==> src/router_config.svh <==
`ifndef ROUTER_CONFIG_SVH
`define ROUTER_CONFIG_SVH

// L, N, E, W, S
`define NUM_PORTS 5

// entries per input buffer
`define FIFO_DEPTH 4

`define FLIT_DATA_W 16
`define FLIT_ID_W 3
`define PORT_ID_W 3

// length field sits in the low bits of a header payload
`define LEN_W 12

`endif

==> src/nocPkg.sv <==
`default_nettype none

`include "router_config.svh"

package nocPkg;

  typedef logic [`FLIT_ID_W-1:0] flitId_t;
  typedef logic [`FLIT_DATA_W-1:0] payload_t;
  typedef logic [`LEN_W-1:0] holdLen_t;
  typedef logic [`PORT_ID_W-1:0] portId_t;

  localparam flitId_t FLIT_HEAD = 3'd1;
  localparam flitId_t FLIT_BODY = 3'd2;
  localparam flitId_t FLIT_TAIL = 3'd3;

  localparam portId_t PORT_L = 3'd0;
  localparam portId_t PORT_N = 3'd1;
  localparam portId_t PORT_E = 3'd2;
  localparam portId_t PORT_W = 3'd3;
  localparam portId_t PORT_S = 3'd4;

  typedef struct packed {
    flitId_t  flitId;
    payload_t payload;  // header: length in [LEN_W-1:0]
  } flit_t;

  // GRANT_x encodes port x plus one
  typedef enum logic [2:0] {
    IDLE    = 3'd0,
    GRANT_L = 3'd1,
    GRANT_N = 3'd2,
    GRANT_E = 3'd3,
    GRANT_W = 3'd4,
    GRANT_S = 3'd5
  } arbState_e;

endpackage

`default_nettype wire

==> src/holdTimer.sv <==
`default_nettype none

module holdTimer
  import nocPkg::*;
(
  input  wire logic     clk,
  input  wire logic     rst,
  input  wire logic     load,
  input  wire holdLen_t loadLen,
  input  wire logic     run,
  input  wire logic     restart,
  output logic          expired
);

  holdLen_t limit;
  holdLen_t count;
  holdLen_t effLimit;

  always_ff @(posedge clk)
  begin
    if (rst)
    begin
      limit <= '0;
      count <= '0;
    end
    else
    begin
      if (load)
        limit <= loadLen;  // kept until the next header
      if (restart)
        count <= '0;
      else if (run)
        count <= count + 1'b1;
    end
  end

  assign effLimit = (limit == '0) ? holdLen_t'(1) : limit;

  // a new header may shrink the limit below the running count
  assign expired = (count >= effLimit);

endmodule

`default_nettype wire

==> src/inputBuffer.sv <==
`default_nettype none

`include "router_config.svh"

module inputBuffer
  import nocPkg::*;
(
  input  wire logic  clk,
  input  wire logic  rst,
  input  wire flit_t inFlit,
  input  wire logic  inValid,
  output logic       inReady,
  input  wire logic  pop,
  output logic       req,
  output flit_t      head
);

  localparam int PTR_W = $clog2(`FIFO_DEPTH);
  localparam int CNT_W = $clog2(`FIFO_DEPTH + 1);

  flit_t mem [`FIFO_DEPTH];

  logic [PTR_W-1:0] wrPtr;
  logic [PTR_W-1:0] rdPtr;
  logic [CNT_W-1:0] count;
  logic [CNT_W-1:0] nextCount;
  logic             doWrite;
  logic             doPop;

  assign doWrite = inValid && inReady;
  assign doPop   = pop && req;  // ignore pops on an empty buffer

  always_comb
  begin
    nextCount = count;
    if (doWrite && !doPop)
      nextCount = count + 1'b1;
    else if (doPop && !doWrite)
      nextCount = count - 1'b1;
  end

  always_ff @(posedge clk)
  begin
    if (rst)
    begin
      wrPtr   <= '0;
      rdPtr   <= '0;
      count   <= '0;
      inReady <= 1'b0;
    end
    else
    begin
      count   <= nextCount;
      inReady <= (nextCount != CNT_W'(`FIFO_DEPTH));  // registered full flag
      if (doWrite)
      begin
        if (wrPtr == PTR_W'(`FIFO_DEPTH - 1))
          wrPtr <= '0;
        else
          wrPtr <= wrPtr + 1'b1;
      end
      if (doPop)
      begin
        if (rdPtr == PTR_W'(`FIFO_DEPTH - 1))
          rdPtr <= '0;
        else
          rdPtr <= rdPtr + 1'b1;
      end
    end
  end

  always_ff @(posedge clk)
  begin
    if (doWrite)
      mem[wrPtr] <= inFlit;
  end

  assign req  = (count != '0);
  assign head = mem[rdPtr];

endmodule

`default_nettype wire

==> src/outputStage.sv <==
`default_nettype none

`include "router_config.svh"

module outputStage
  import nocPkg::*;
(
  input  wire logic                   clk,
  input  wire logic                   rst,
  input  wire flit_t [`NUM_PORTS-1:0] heads,
  input  wire logic                   grantValid,
  input  wire portId_t                grantPort,
  output logic                        take,
  output flit_t                       outFlit,
  output portId_t                     outSrc,
  output logic                        outValid,
  input  wire logic                   outReady
);

  logic  canAccept;
  flit_t selFlit;

  // empty, or the current flit leaves this cycle
  assign canAccept = !outValid || outReady;
  assign take      = grantValid && canAccept;
  assign selFlit   = heads[grantPort];

  always_ff @(posedge clk)
  begin
    if (rst)
      outValid <= 1'b0;
    else if (take)
      outValid <= 1'b1;
    else if (outReady)
      outValid <= 1'b0;
  end

  // held steady while the link stalls
  always_ff @(posedge clk)
  begin
    if (take)
    begin
      outFlit <= selFlit;
      outSrc  <= grantPort;
    end
  end

endmodule

`default_nettype wire

==> src/routerPort.sv <==
`default_nettype none

`include "router_config.svh"

module routerPort
  import nocPkg::*;
(
  input  wire logic                   clk,
  input  wire logic                   rst,
  input  wire flit_t [`NUM_PORTS-1:0] inFlit,
  input  wire logic [`NUM_PORTS-1:0]  inValid,
  output logic [`NUM_PORTS-1:0]       inReady,
  output flit_t                       outFlit,
  output portId_t                     outSrc,
  output logic                        outValid,
  input  wire logic                   outReady
);

  logic [`NUM_PORTS-1:0]     req;
  logic [`NUM_PORTS-1:0]     pop;
  flit_t [`NUM_PORTS-1:0]    heads;
  flitId_t [`NUM_PORTS-1:0]  headId;
  holdLen_t [`NUM_PORTS-1:0] headLen;
  logic                      grantValid;
  portId_t                   grantPort;
  logic                      take;

  genvar i;
  generate
    for (i = 0; i < `NUM_PORTS; i++)
    begin : genBuffer
      inputBuffer inBuf (
        .clk     (clk),
        .rst     (rst),
        .inFlit  (inFlit[i]),
        .inValid (inValid[i]),
        .inReady (inReady[i]),
        .pop     (pop[i]),
        .req     (req[i]),
        .head    (heads[i])
      );

      assign headId[i]  = heads[i].flitId;
      assign headLen[i] = heads[i].payload[`LEN_W-1:0];  // length field of a header
    end
  endgenerate

  switchArbiter arb (
    .clk        (clk),
    .rst        (rst),
    .req        (req),
    .headId     (headId),
    .headLen    (headLen),
    .take       (take),
    .grantValid (grantValid),
    .grantPort  (grantPort),
    .pop        (pop)
  );

  outputStage outStage (
    .clk        (clk),
    .rst        (rst),
    .heads      (heads),
    .grantValid (grantValid),
    .grantPort  (grantPort),
    .take       (take),
    .outFlit    (outFlit),
    .outSrc     (outSrc),
    .outValid   (outValid),
    .outReady   (outReady)
  );

endmodule

`default_nettype wire

==> src/switchArbiter.sv <==
`default_nettype none

`include "router_config.svh"

module switchArbiter
  import nocPkg::*;
(
  input  wire logic                     clk,
  input  wire logic                     rst,
  input  wire logic [`NUM_PORTS-1:0]    req,
  input  wire flitId_t [`NUM_PORTS-1:0] headId,
  input  wire holdLen_t [`NUM_PORTS-1:0] headLen,
  input  wire logic                     take,
  output logic                          grantValid,
  output portId_t                       grantPort,
  output logic [`NUM_PORTS-1:0]         pop
);

  arbState_e state;
  arbState_e nextState;

  logic                  ownerValid;
  portId_t               owner;
  portId_t               scanBase;
  logic [`NUM_PORTS-1:0] expired;
  logic [`NUM_PORTS-1:0] restart;

  assign ownerValid = (state != IDLE);
  assign owner      = ownerValid ? (portId_t'(state) - portId_t'(GRANT_L)) : '0;

  // owner keeps the link only while it has flits and time left
  assign grantValid = ownerValid && req[owner] && !expired[owner];
  assign grantPort  = owner;

  assign pop = (take && grantValid) ? (`NUM_PORTS'(1) << owner) : '0;

  // from idle the scan starts after S, so L comes first
  assign scanBase = ownerValid ? owner : portId_t'(`NUM_PORTS - 1);

  always_comb
  begin
    int cand;
    cand      = 0;
    nextState = state;
    if (!grantValid)
    begin
      nextState = IDLE;
      // walk backwards so the nearest requester after the base wins
      for (int i = `NUM_PORTS; i >= 1; i--)
      begin
        cand = (int'(scanBase) + i) % `NUM_PORTS;
        if (req[cand])
          nextState = arbState_e'(cand + 1);
      end
    end
  end

  always_ff @(posedge clk)
  begin
    if (rst)
      state <= IDLE;
    else
      state <= nextState;
  end

  genvar p;
  generate
    for (p = 0; p < `NUM_PORTS; p++)
    begin : genTimer
      // also fires when an expired owner wins the rotation again
      assign restart[p] = !grantValid && (nextState == arbState_e'(p + 1));

      holdTimer holdCnt (
        .clk     (clk),
        .rst     (rst),
        .load    (pop[p] && (headId[p] == FLIT_HEAD)),
        .loadLen (headLen[p]),
        .run     (pop[p]),
        .restart (restart[p]),
        .expired (expired[p])
      );
    end
  endgenerate

endmodule

`default_nettype wire

==> config.mk <==
export PLATFORM = sky130hd
export DESIGN_NAME = routerPort
export DESIGN_NICKNAME = d
export VERILOG_FILES = /design/src/nocPkg.sv /design/src/holdTimer.sv /design/src/inputBuffer.sv /design/src/outputStage.sv /design/src/routerPort.sv /design/src/switchArbiter.sv
export VERILOG_INCLUDE_DIRS = /design/src /design/src/src
export SDC_FILE = /design/constraint.sdc
export NUM_CORES = 1
export LEC_CHECK = 0
export BUFFER_PORTS_ARGS = -buffer_cell sky130_fd_sc_hd__buf_2
export CORE_ASPECT_RATIO = 0.6
export CORE_MARGIN = 5
export CORE_UTILIZATION = 55
export DETAILED_ROUTE_END_ITERATION = 10
export PLACE_DENSITY = 0.73
export RECOVER_POWER = 50
export SYNTH_ARGS = -nofsm -noshare
export SYNTH_HDL_FRONTEND = slang
export SYNTH_SLANG_ARGS = --single-unit
==> constraint.sdc <==
create_clock -name clk -period 8.37 [get_ports clk]
set_input_delay 0.837 -clock clk [delete_from_list [all_inputs] [get_ports clk]]
set_output_delay 0.837 -clock clk [all_outputs]
set_load 0.01 [all_outputs]
Yosys cells after proc, flatten, opt, wreduce, memory -nomap -nowiden:

Memory sizes are Yosys's and may differ from the RTL's. A register that Yosys moved wholly into a read port is not among the register bits.
Index checks and enable logic that the tools add are counted.

* input port bits: 103
* word-level logic and storage cells: 260
* memories: 5
* register bits after elaboration: 186
* output and inout bits: 28
* bits in writable memories: 380

Memories
* genBuffer[0].inBuf.mem: depth 4, bits a word 19, rd ports 1, clocked after memory_dff 1, wr ports 1, line inputBuffer.sv:21 `` flit_t mem [`FIFO_DEPTH]; ``
* genBuffer[1].inBuf.mem: depth 4, bits a word 19, rd ports 1, clocked after memory_dff 1, wr ports 1, line inputBuffer.sv:21
* genBuffer[2].inBuf.mem: depth 4, bits a word 19, rd ports 1, clocked after memory_dff 1, wr ports 1, line inputBuffer.sv:21
* genBuffer[3].inBuf.mem: depth 4, bits a word 19, rd ports 1, clocked after memory_dff 1, wr ports 1, line inputBuffer.sv:21
* genBuffer[4].inBuf.mem: depth 4, bits a word 19, rd ports 1, clocked after memory_dff 1, wr ports 1, line inputBuffer.sv:21

* $add $sub $neg: 36
* divide/modulo/power cells: 5
* $lt $le $gt $ge: 11
* reductions and logical operators: 65
* mux-type cells: 77
* shift-type cells: 1
* equality and inequality tests: 25

Operator list (number)
* less-than comparator 32 x 5 -> 1 bit (second input constant): 5
* modulo 32 x 4 -> 32 bit (second input constant): 5
* adder 12 x 1 -> 12 bit (second input constant): 5
* >= comparator 12 bit: 5
* zero test 12 bit: 5
* two-way mux 12 bit: 5
* binary-select mux 19 bit (select 3 bit): 1
* two-way mux 3 bit: 18
* two-way mux 2 bit: 20
* logical AND 1 bit: 34
* two-way mux 1 bit: 24
* binary-select mux 1 bit (select 3 bit): 7
* adder 2 x 1 -> 2 bit (second input constant): 10
* equality test 2 bit (second input constant): 10
* two-way mux 19 bit: 1
* equality test 3 x 1 -> 1 bit (second input constant): 6
* nonzero test 3 bit: 6
* subtractor 3 x 1 -> 3 bit (second input constant): 6
* adder 3 x 1 -> 3 bit (second input constant): 5
* adder 3 x 2 -> 3 bit (second input constant): 5
* != test 3 bit (second input constant): 5
* zero test 1 bit: 13
* OR reduction 2 bit: 5
* adder 3 x 2 -> 4 bit (second input constant): 2
* 9 further kinds: 12

Depth between registers and ports, before layout:

* depth after elaboration: 17
* depth in mapped cells: 33
* mapped depth without buffers: 25

Cells and area by module:

Synthesis repeated with hierarchy kept, for this count alone.

* cell total of the unflattened synthesis: 1928
* area, all modules: 26535.4 µm²

By module, submodules not included
* inputBuffer (genBuffer[1].inBuf ...): seq. area each 2482.4 µm², times used 3, cells each 156, area each 3270.6 µm²
* inputBuffer (genBuffer[0].inBuf ...): seq. area each 2482.4 µm², times used 2, cells each 156, area each 3316.9 µm²
* holdTimer: seq. area each 480.5 µm², times used 5, cells each 141, area each 1272.5 µm²
* switchArbiter: seq. area each 60.1 µm², times used 1, cells each 325, area each 2208.4 µm²
* outputStage: seq. area each 680.7 µm², times used 1, cells each 118, area each 1519.0 µm²

Least setup slack after synthesis:

OpenSTA, ideal clock, no wires.

* kind: register -> register
* start point: register arb.state[0]
* end point: register arb.genTimer[3].holdCnt.count[1]
* cell stages (with the launch flop): 33
* data required time: 8.228 ns
* setup time: 0.142 ns
* arrival: 6.283 ns
* slack: 1.945 ns
* cell sequence: dfxtp_1 > buf_6 > buf_2 > buf_2 > or2_2 > inv_1 > ha_1 > or2_1 > buf_2 > inv_2 > buf_6 > clkbuf_1 > clkbuf_1 > ha_1 > xor2_2 > inv_1 > ha_1 > o32ai_1 > xnor2_1 > inv_2 > ha_1 > a21boi_1 > o2111ai_1 > and2_4 > nor2_1 > a21oi_1 > ha_1 > mux2i_1 > a21oi_1 > a2111oi_4 > and4_4 > buf_6 > nor3_1

* cells in the longest elaborated chain, start to end: 17
* elaborated cells between the ends (all ways): 55
* classes of those cells: add/sub (11); div (5); eq/ne (1); shift (1); mux (28); reduce/logical (9)

RTL lines
* from (decl): line switchArbiter.sv:19 `arbState_e state;`
* from (signal assigned): line switchArbiter.sv:63 `state <= nextState;`
* subtractor 3 x 1 -> 3 bit / nonzero test 3 bit (equally long branches): line switchArbiter.sv:29, switchArbiter.sv:28
* two-way mux 3 bit *: line switchArbiter.sv:29 `assign owner = ownerValid ? (portId_t'(state) - portId_t'(GRANT_L)) : '0;`
* named net arb.grantPort[0]: line switchArbiter.sv:15 `output portId_t grantPort,`
* two-way mux 3 bit: line switchArbiter.sv:38 `` assign scanBase = ownerValid ? owner : portId_t'(`NUM_PORTS - 1); ``
* adder 3 x 3 -> 4 bit: line switchArbiter.sv:51 `` cand = (int'(scanBase) + i) % `NUM_PORTS; ``
* modulo 32 x 4 -> 32 bit (no line)
* binary-select mux 1 bit (select 3 bit): line switchArbiter.sv:52 `if (req[cand])`
* two-way mux 1 bit (not written as such) (2 in series): line switchArbiter.sv:52
* two-way mux 3 bit (5 in series): line switchArbiter.sv:52
* two-way mux 3 bit: line switchArbiter.sv:45 `if (!grantValid)`
* equality test 3 bit: line switchArbiter.sv:71 `assign restart[p] = !grantValid && (nextState == arbState_e'(p + 1));`
* logical AND 1 bit: line switchArbiter.sv:71
* OR reduction 2 bit (no line)
* to (signal assigned): line holdTimer.sv:33 `count <= count + 1'b1;`
* to (decl): line holdTimer.sv:16 `holdLen_t count;`

Mark *: on every way through the listed nets, which the timed path passes. The rest lies on a longest branch. The select of a mux whose other input is x is not followed.
A chain may end at the register's enable or synchronous reset.

Final worst setup path:

* start point: register arb.state[1]
* end point: register arb.genTimer[2].holdCnt.count[11]

* cells in the longest elaborated chain, start to end: 17
* elaborated cells between the ends (all ways): 55
* classes of those cells: add/sub (11); div (5); eq/ne (1); shift (1); mux (28); reduce/logical (9)

RTL lines (line)
* subtractor 3 x 1 -> 3 bit / nonzero test 3 bit (equally long branches): switchArbiter.sv:29, switchArbiter.sv:28
* two-way mux 3 bit: switchArbiter.sv:29
* two-way mux 3 bit: switchArbiter.sv:38
* adder 3 x 3 -> 4 bit: switchArbiter.sv:51
* modulo 32 x 4 -> 32 bit (no line)
* binary-select mux 1 bit (select 3 bit): switchArbiter.sv:52
* two-way mux 1 bit (not written as such) (2 in series): switchArbiter.sv:52
* two-way mux 3 bit (5 in series): switchArbiter.sv:52
* two-way mux 3 bit: switchArbiter.sv:45
* equality test 3 x 2 -> 1 bit: switchArbiter.sv:71
* logical AND 1 bit: switchArbiter.sv:71
* OR reduction 2 bit (no line)
* to (signal assigned): holdTimer.sv:33
* to (decl): holdTimer.sv:16

Parallel ways exist; a longest one is shown, timed or not. The select of a mux whose other input is x is not followed.

==> impl_metrics.tcl <==
set metrics [dict create \
    grt_max_degree 76 \
    first_global_vias 16600 \
    timing.reg2reg.worst_path_depth 23 \
    track_usage_pct 23.9 \
    detailedPlacementHpwl_mm 46.0 \
    core_area_um2 48000 \
    drive_gt1_share_pct 14.7 \
    ys_dominant_reg_cell "sky130_fd_sc_hd__edfxtp_1" \
    synth_area_per_cell_um2 13.4 \
    worstMarginPinSlew_ps 4000 \
    crit_slowest_cell "sky130_fd_sc_hd__a211oi_2" \
    timing.critical_path.max_delay_family "compound AO/OA/AOI/OAI gates" \
    initial_antenna_violation_count 7 \
    routabilityCongestion 0.883 \
    layout_worst_path_cycle_share_pct 89.0 \
    required_ps 8670 \
    clock-skew-final_ps 54.9 \
    die_h_um 181 \
    ys_warn_count 0 \
    std_cell_rows 62 \
    crit-reg2reg-capture "arb.genTimer[2].holdCnt.count[11]$_SDFFE_PP0P_" \
    worst_setup_path_end_kind "flop" \
    cts_made_buffers 51 \
    initial_core_util_pct 55.8 \
    ir_drop_uv 554 \
    worst_path_most_repeated_cell "sky130_fd_sc_hd__ha_1" \
    drt_iter0_drc 1674 \
    die_area_um2 53400 \
    synthesis.area_um2 26800 \
    min-delay-path-class "input pin to flop" \
    clock_tree_from_tritoncts "yes" \
    routed_wirelength_mm 64.2 \
    path_clk_slew_ps 70 \
    detail-route-antenna-nets 0 \
    postCtsHoldBufs 0 \
    dr_total_vias 17000 \
    timing.critical_path.arrival_ps 7750 \
    grt.overflow.total 0 \
    slew_headroom_pct -167 \
    setup-tns-final_ps 0 \
    clkLatencyLatePin_ps 600 \
    hold-path-endpoint "genBuffer[0].inBuf.mem[2][2]$_DFFE_PP_" \
    min-delay-start "inFlit[2]" \
    cts.path.max_buffers 3 \
    crit_chain "or2_2, inv_1, ha_1, or4b_1, nand2_1, inv_1, ha_1, ha_1, o32ai_1, xnor2_1, inv_2, ha_1, a21boi_1, o2111ai_1, and2_4, nor2_1, a21oi_1, ha_1, mux2i_1, a2111oi_4, a2111oi_4, a211oi_2, nor3_1" \
    flow.area_growth_from_synthesis_pct 10.0 \
    post_drt_wl_per_cell_um 23.0 \
    buffers_inverters_on_critical_path 3 \
    number_of_enable_flip_flop_cells_after_synthesis 402 \
    synth-async-reset-ratio_pct 0 \
    chipWidth_um 295 \
    timing.fmax_mhz 134 \
    yosys.cell_types.count 93 \
    p_per_area_nw_per_um2 353 \
    maxCapViolations 2 \
    htreeDepth 2 \
    route.detailed.drc 0 \
    fillerInstances 3638 \
    port-buffer-count 130 \
    timing.critical_path.slowest_cell_delay_ps 1010 \
    run_status "complete, but fails checks" \
    cellLeakagePower_nw 10.2 \
    placed_cells 2693 \
    vias_per_cell 6.10 \
    placement.cell_area_um2 28000 \
    final-setup-viol-count 0 \
    mappedNetlistNets 2224 \
    seq_area_frac_synth_pct 58.0 \
    dpl_worst_slack_ps 1080 \
    setup.worst_path.start_class "flop" \
    postCtsSetupBuffers 0 \
    worstPathMaxFanout 24 \
    min_delay_path_depth 1 \
    regToRegSetupSlack_ps 920 \
    fin_crit_ps 7450 \
    crit_type "flop to flop" \
    final_net_count 2337 \
    grt_setup_unrepaired "no" \
    clock-root-buffer "sky130_fd_sc_hd__clkbuf_16" \
    postLayoutSetupSlackWorst_ps 920 \
    finalNonFillerCells 2789 \
    hold_viol_final 0 \
    clock-sinks 576 \
    drt_pass1_iterations 7 \
    r2r-start "arb.state[1]$_SDFF_PP0_" \
    cell_area_after_layout_um2 29500 \
    violations "capacitance limit, slew limit" \
    power_mw 10.4 \
    post_cts.resized_instances 0 \
    post_synth_inst_count 1993 \
    ios 131 \
    grt_pass1_wl_mm 99.5 \
    slew_viol_final 147 \
    synth-seq-cells 576 \
]
worst max path at each step:
stage,end,cells past startpoint,slack [ps],start
detailed placement,arb.genTimer[2].holdCnt.count[2]$_SDFFE_PP0P_,23,1080,arb.state[1]$_SDFF_PP0_
global route,arb.genTimer[2].holdCnt.count[2]$_SDFFE_PP0P_,23,490,arb.state[1]$_SDFF_PP0_
finish,arb.genTimer[2].holdCnt.count[11]$_SDFFE_PP0P_,23,920,arb.state[1]$_SDFF_PP0_
global placement,arb.genTimer[2].holdCnt.count[2]$_SDFFE_PP0P_,23,1380,arb.state[1]$_SDFF_PP0_
floorplan,arb.genTimer[3].holdCnt.count[1]$_SDFFE_PP0P_,32,1950,arb.state[0]$_SDFF_PP0_
CTS,arb.genTimer[2].holdCnt.count[2]$_SDFFE_PP0P_,23,1100,arb.state[1]$_SDFF_PP0_
power by group:
group          total (mW)  internal [mW]  switching (mW)
Clock                2.35           1.30            1.05
Sequential           3.51           3.37           0.141
Combinational        4.54           1.49            3.05
Total                10.4           6.17            4.24
cells by family after synthesis:
| kind of cell | after synthesis | share of synthesized area, % |
|---|---|---|
| mux | 199 | 12.1 |
| fa+ha+maj | 131 | 6.09 |
| xor+xnor | 79 | 2.68 |
| simple gates | 506 | 9.88 |
| compound gates | 289 | 7.74 |
| buf+inv | 213 | 3.47 |
| flops | 576 | 58.0 |
registers in the layout, summed over array words and instances, names as in the netlist, 5 cells and up, named ones only:
name	flops
genBuffer.inBuf.rdPtr	10
genBuffer.inBuf.inReady	5
genBuffer.inBuf.count	15
genBuffer.inBuf.wrPtr	10
arb.genTimer.holdCnt.limit	60
genBuffer.inBuf.mem	380
outStage.outFlit	19
arb.genTimer.holdCnt.count	60
placed cells by master, fill, tap and decap left out, types with 17 or more instances in the layout:
master	Yosys	layout
sky130_fd_sc_hd__a21oi_1	66	66
sky130_fd_sc_hd__nand2_1	85	85
sky130_fd_sc_hd__xnor2_1	38	38
sky130_fd_sc_hd__clkbuf_1	45	112
sky130_fd_sc_hd__ha_1	128	127
sky130_fd_sc_hd__a211oi_2	21	21
sky130_fd_sc_hd__xor2_1	39	39
sky130_fd_sc_hd__nor3_1	44	43
sky130_fd_sc_hd__buf_2	17	34
sky130_fd_sc_hd__edfxtp_1	402	402
sky130_fd_sc_hd__and3_1	40	40
sky130_fd_sc_hd__clkbuf_16	0	52
sky130_fd_sc_hd__inv_1	113	113
sky130_fd_sc_hd__buf_4	13	20
sky130_fd_sc_hd__nand2b_1	18	18
sky130_fd_sc_hd__nor2_1	137	136
sky130_fd_sc_hd__dfxtp_1	174	174
sky130_fd_sc_hd__mux2i_1	97	97
sky130_fd_sc_hd__mux4_2	100	100
sky130_fd_sc_hd__nand3_1	55	55
sky130_fd_sc_hd__o21ai_0	63	63
sky130_fd_sc_hd__nor3_2	16	17
sky130_fd_sc_hd__nand4_1	22	22
routing by layer:
metal | vias to the layer above | part of all wire, % | wire [um] | GRT usage (%)
met3 | 101 | 8.4 | 5380 | 5.18
li1 | 7735 | - | - | -
met1 | 8545 | 45 | 29200 | 37.2
met2 | 624 | 44 | 28200 | 34.9
met4 | 8 | 2.2 | 1410 | 5.27
met5 | - | 0.073 | 47 | 0
area by class of cell:
type	instances	area, um^2	share of cell area, %
clock inverter	33	327	1.11
antenna	1	2.50	0.00848
tap	640	801	2.72
multi-input combinational	1204	10300	35.0
sequential	576	15600	52.7
inverter	117	439	1.49
timing repair buffer	156	703	2.38
clock buffer	62	1340	4.54
metrics by stage:
stage,util [%],hold slack [ps]
global placement,58.3,475
global route,61.4,484
finish,61.4,491
floorplan,-,458
CTS,61.7,425
detailed placement,58.3,496
synth_stat cells (4+ instances only):
cell                       instances  area [um^2]
sky130_fd_sc_hd__xnor2_1          38          333
sky130_fd_sc_hd__buf_6             8         90.1
sky130_fd_sc_hd__o31ai_1           4         30.0
sky130_fd_sc_hd__a211o_1           7         61.3
sky130_fd_sc_hd__mux2i_1          97          971
sky130_fd_sc_hd__dfxtp_1         174         3480
sky130_fd_sc_hd__o211ai_1         11         82.6
sky130_fd_sc_hd__nand2b_1         18          113
sky130_fd_sc_hd__and3_1           40          250
sky130_fd_sc_hd__a31o_2            8         70.1
sky130_fd_sc_hd__and2_1            6         37.5
sky130_fd_sc_hd__nor2_1          137          514
sky130_fd_sc_hd__mux4_2          100         2250
sky130_fd_sc_hd__a211oi_2         21          263
sky130_fd_sc_hd__a221oi_1          5         43.8
sky130_fd_sc_hd__buf_2            17         85.1
sky130_fd_sc_hd__or3_1             8         50.1
sky130_fd_sc_hd__nand3_1          55          275
sky130_fd_sc_hd__nand4_1          22          138
sky130_fd_sc_hd__a21o_1           16          120
sky130_fd_sc_hd__ha_1            128         1600
sky130_fd_sc_hd__nor3_1           44          220
sky130_fd_sc_hd__nor3b_1          11         82.6
sky130_fd_sc_hd__o21a_1            6         45.0
sky130_fd_sc_hd__buf_4            13         97.6
sky130_fd_sc_hd__xor2_1           39          342
sky130_fd_sc_hd__o21bai_1          4         30.0
sky130_fd_sc_hd__nand2_1          85          319
sky130_fd_sc_hd__o21ai_1           5         25.0
sky130_fd_sc_hd__edfxtp_1        402        12100
sky130_fd_sc_hd__a31oi_1           8         50.1
sky130_fd_sc_hd__o22ai_1           5         31.3
sky130_fd_sc_hd__or2_2             5         31.3
sky130_fd_sc_hd__nor2b_1          13         81.3
sky130_fd_sc_hd__a211oi_1         16          120
sky130_fd_sc_hd__nor4_1           16          100
sky130_fd_sc_hd__clkbuf_1         45          169
sky130_fd_sc_hd__nor3_2           16          160
sky130_fd_sc_hd__a21oi_1          66          330
sky130_fd_sc_hd__buf_1            13         48.8
sky130_fd_sc_hd__and4_1            8         70.1
sky130_fd_sc_hd__o21ai_0          63          315
sky130_fd_sc_hd__inv_1           113          424
Note: power is estimated with default switching activity, not from simulation.
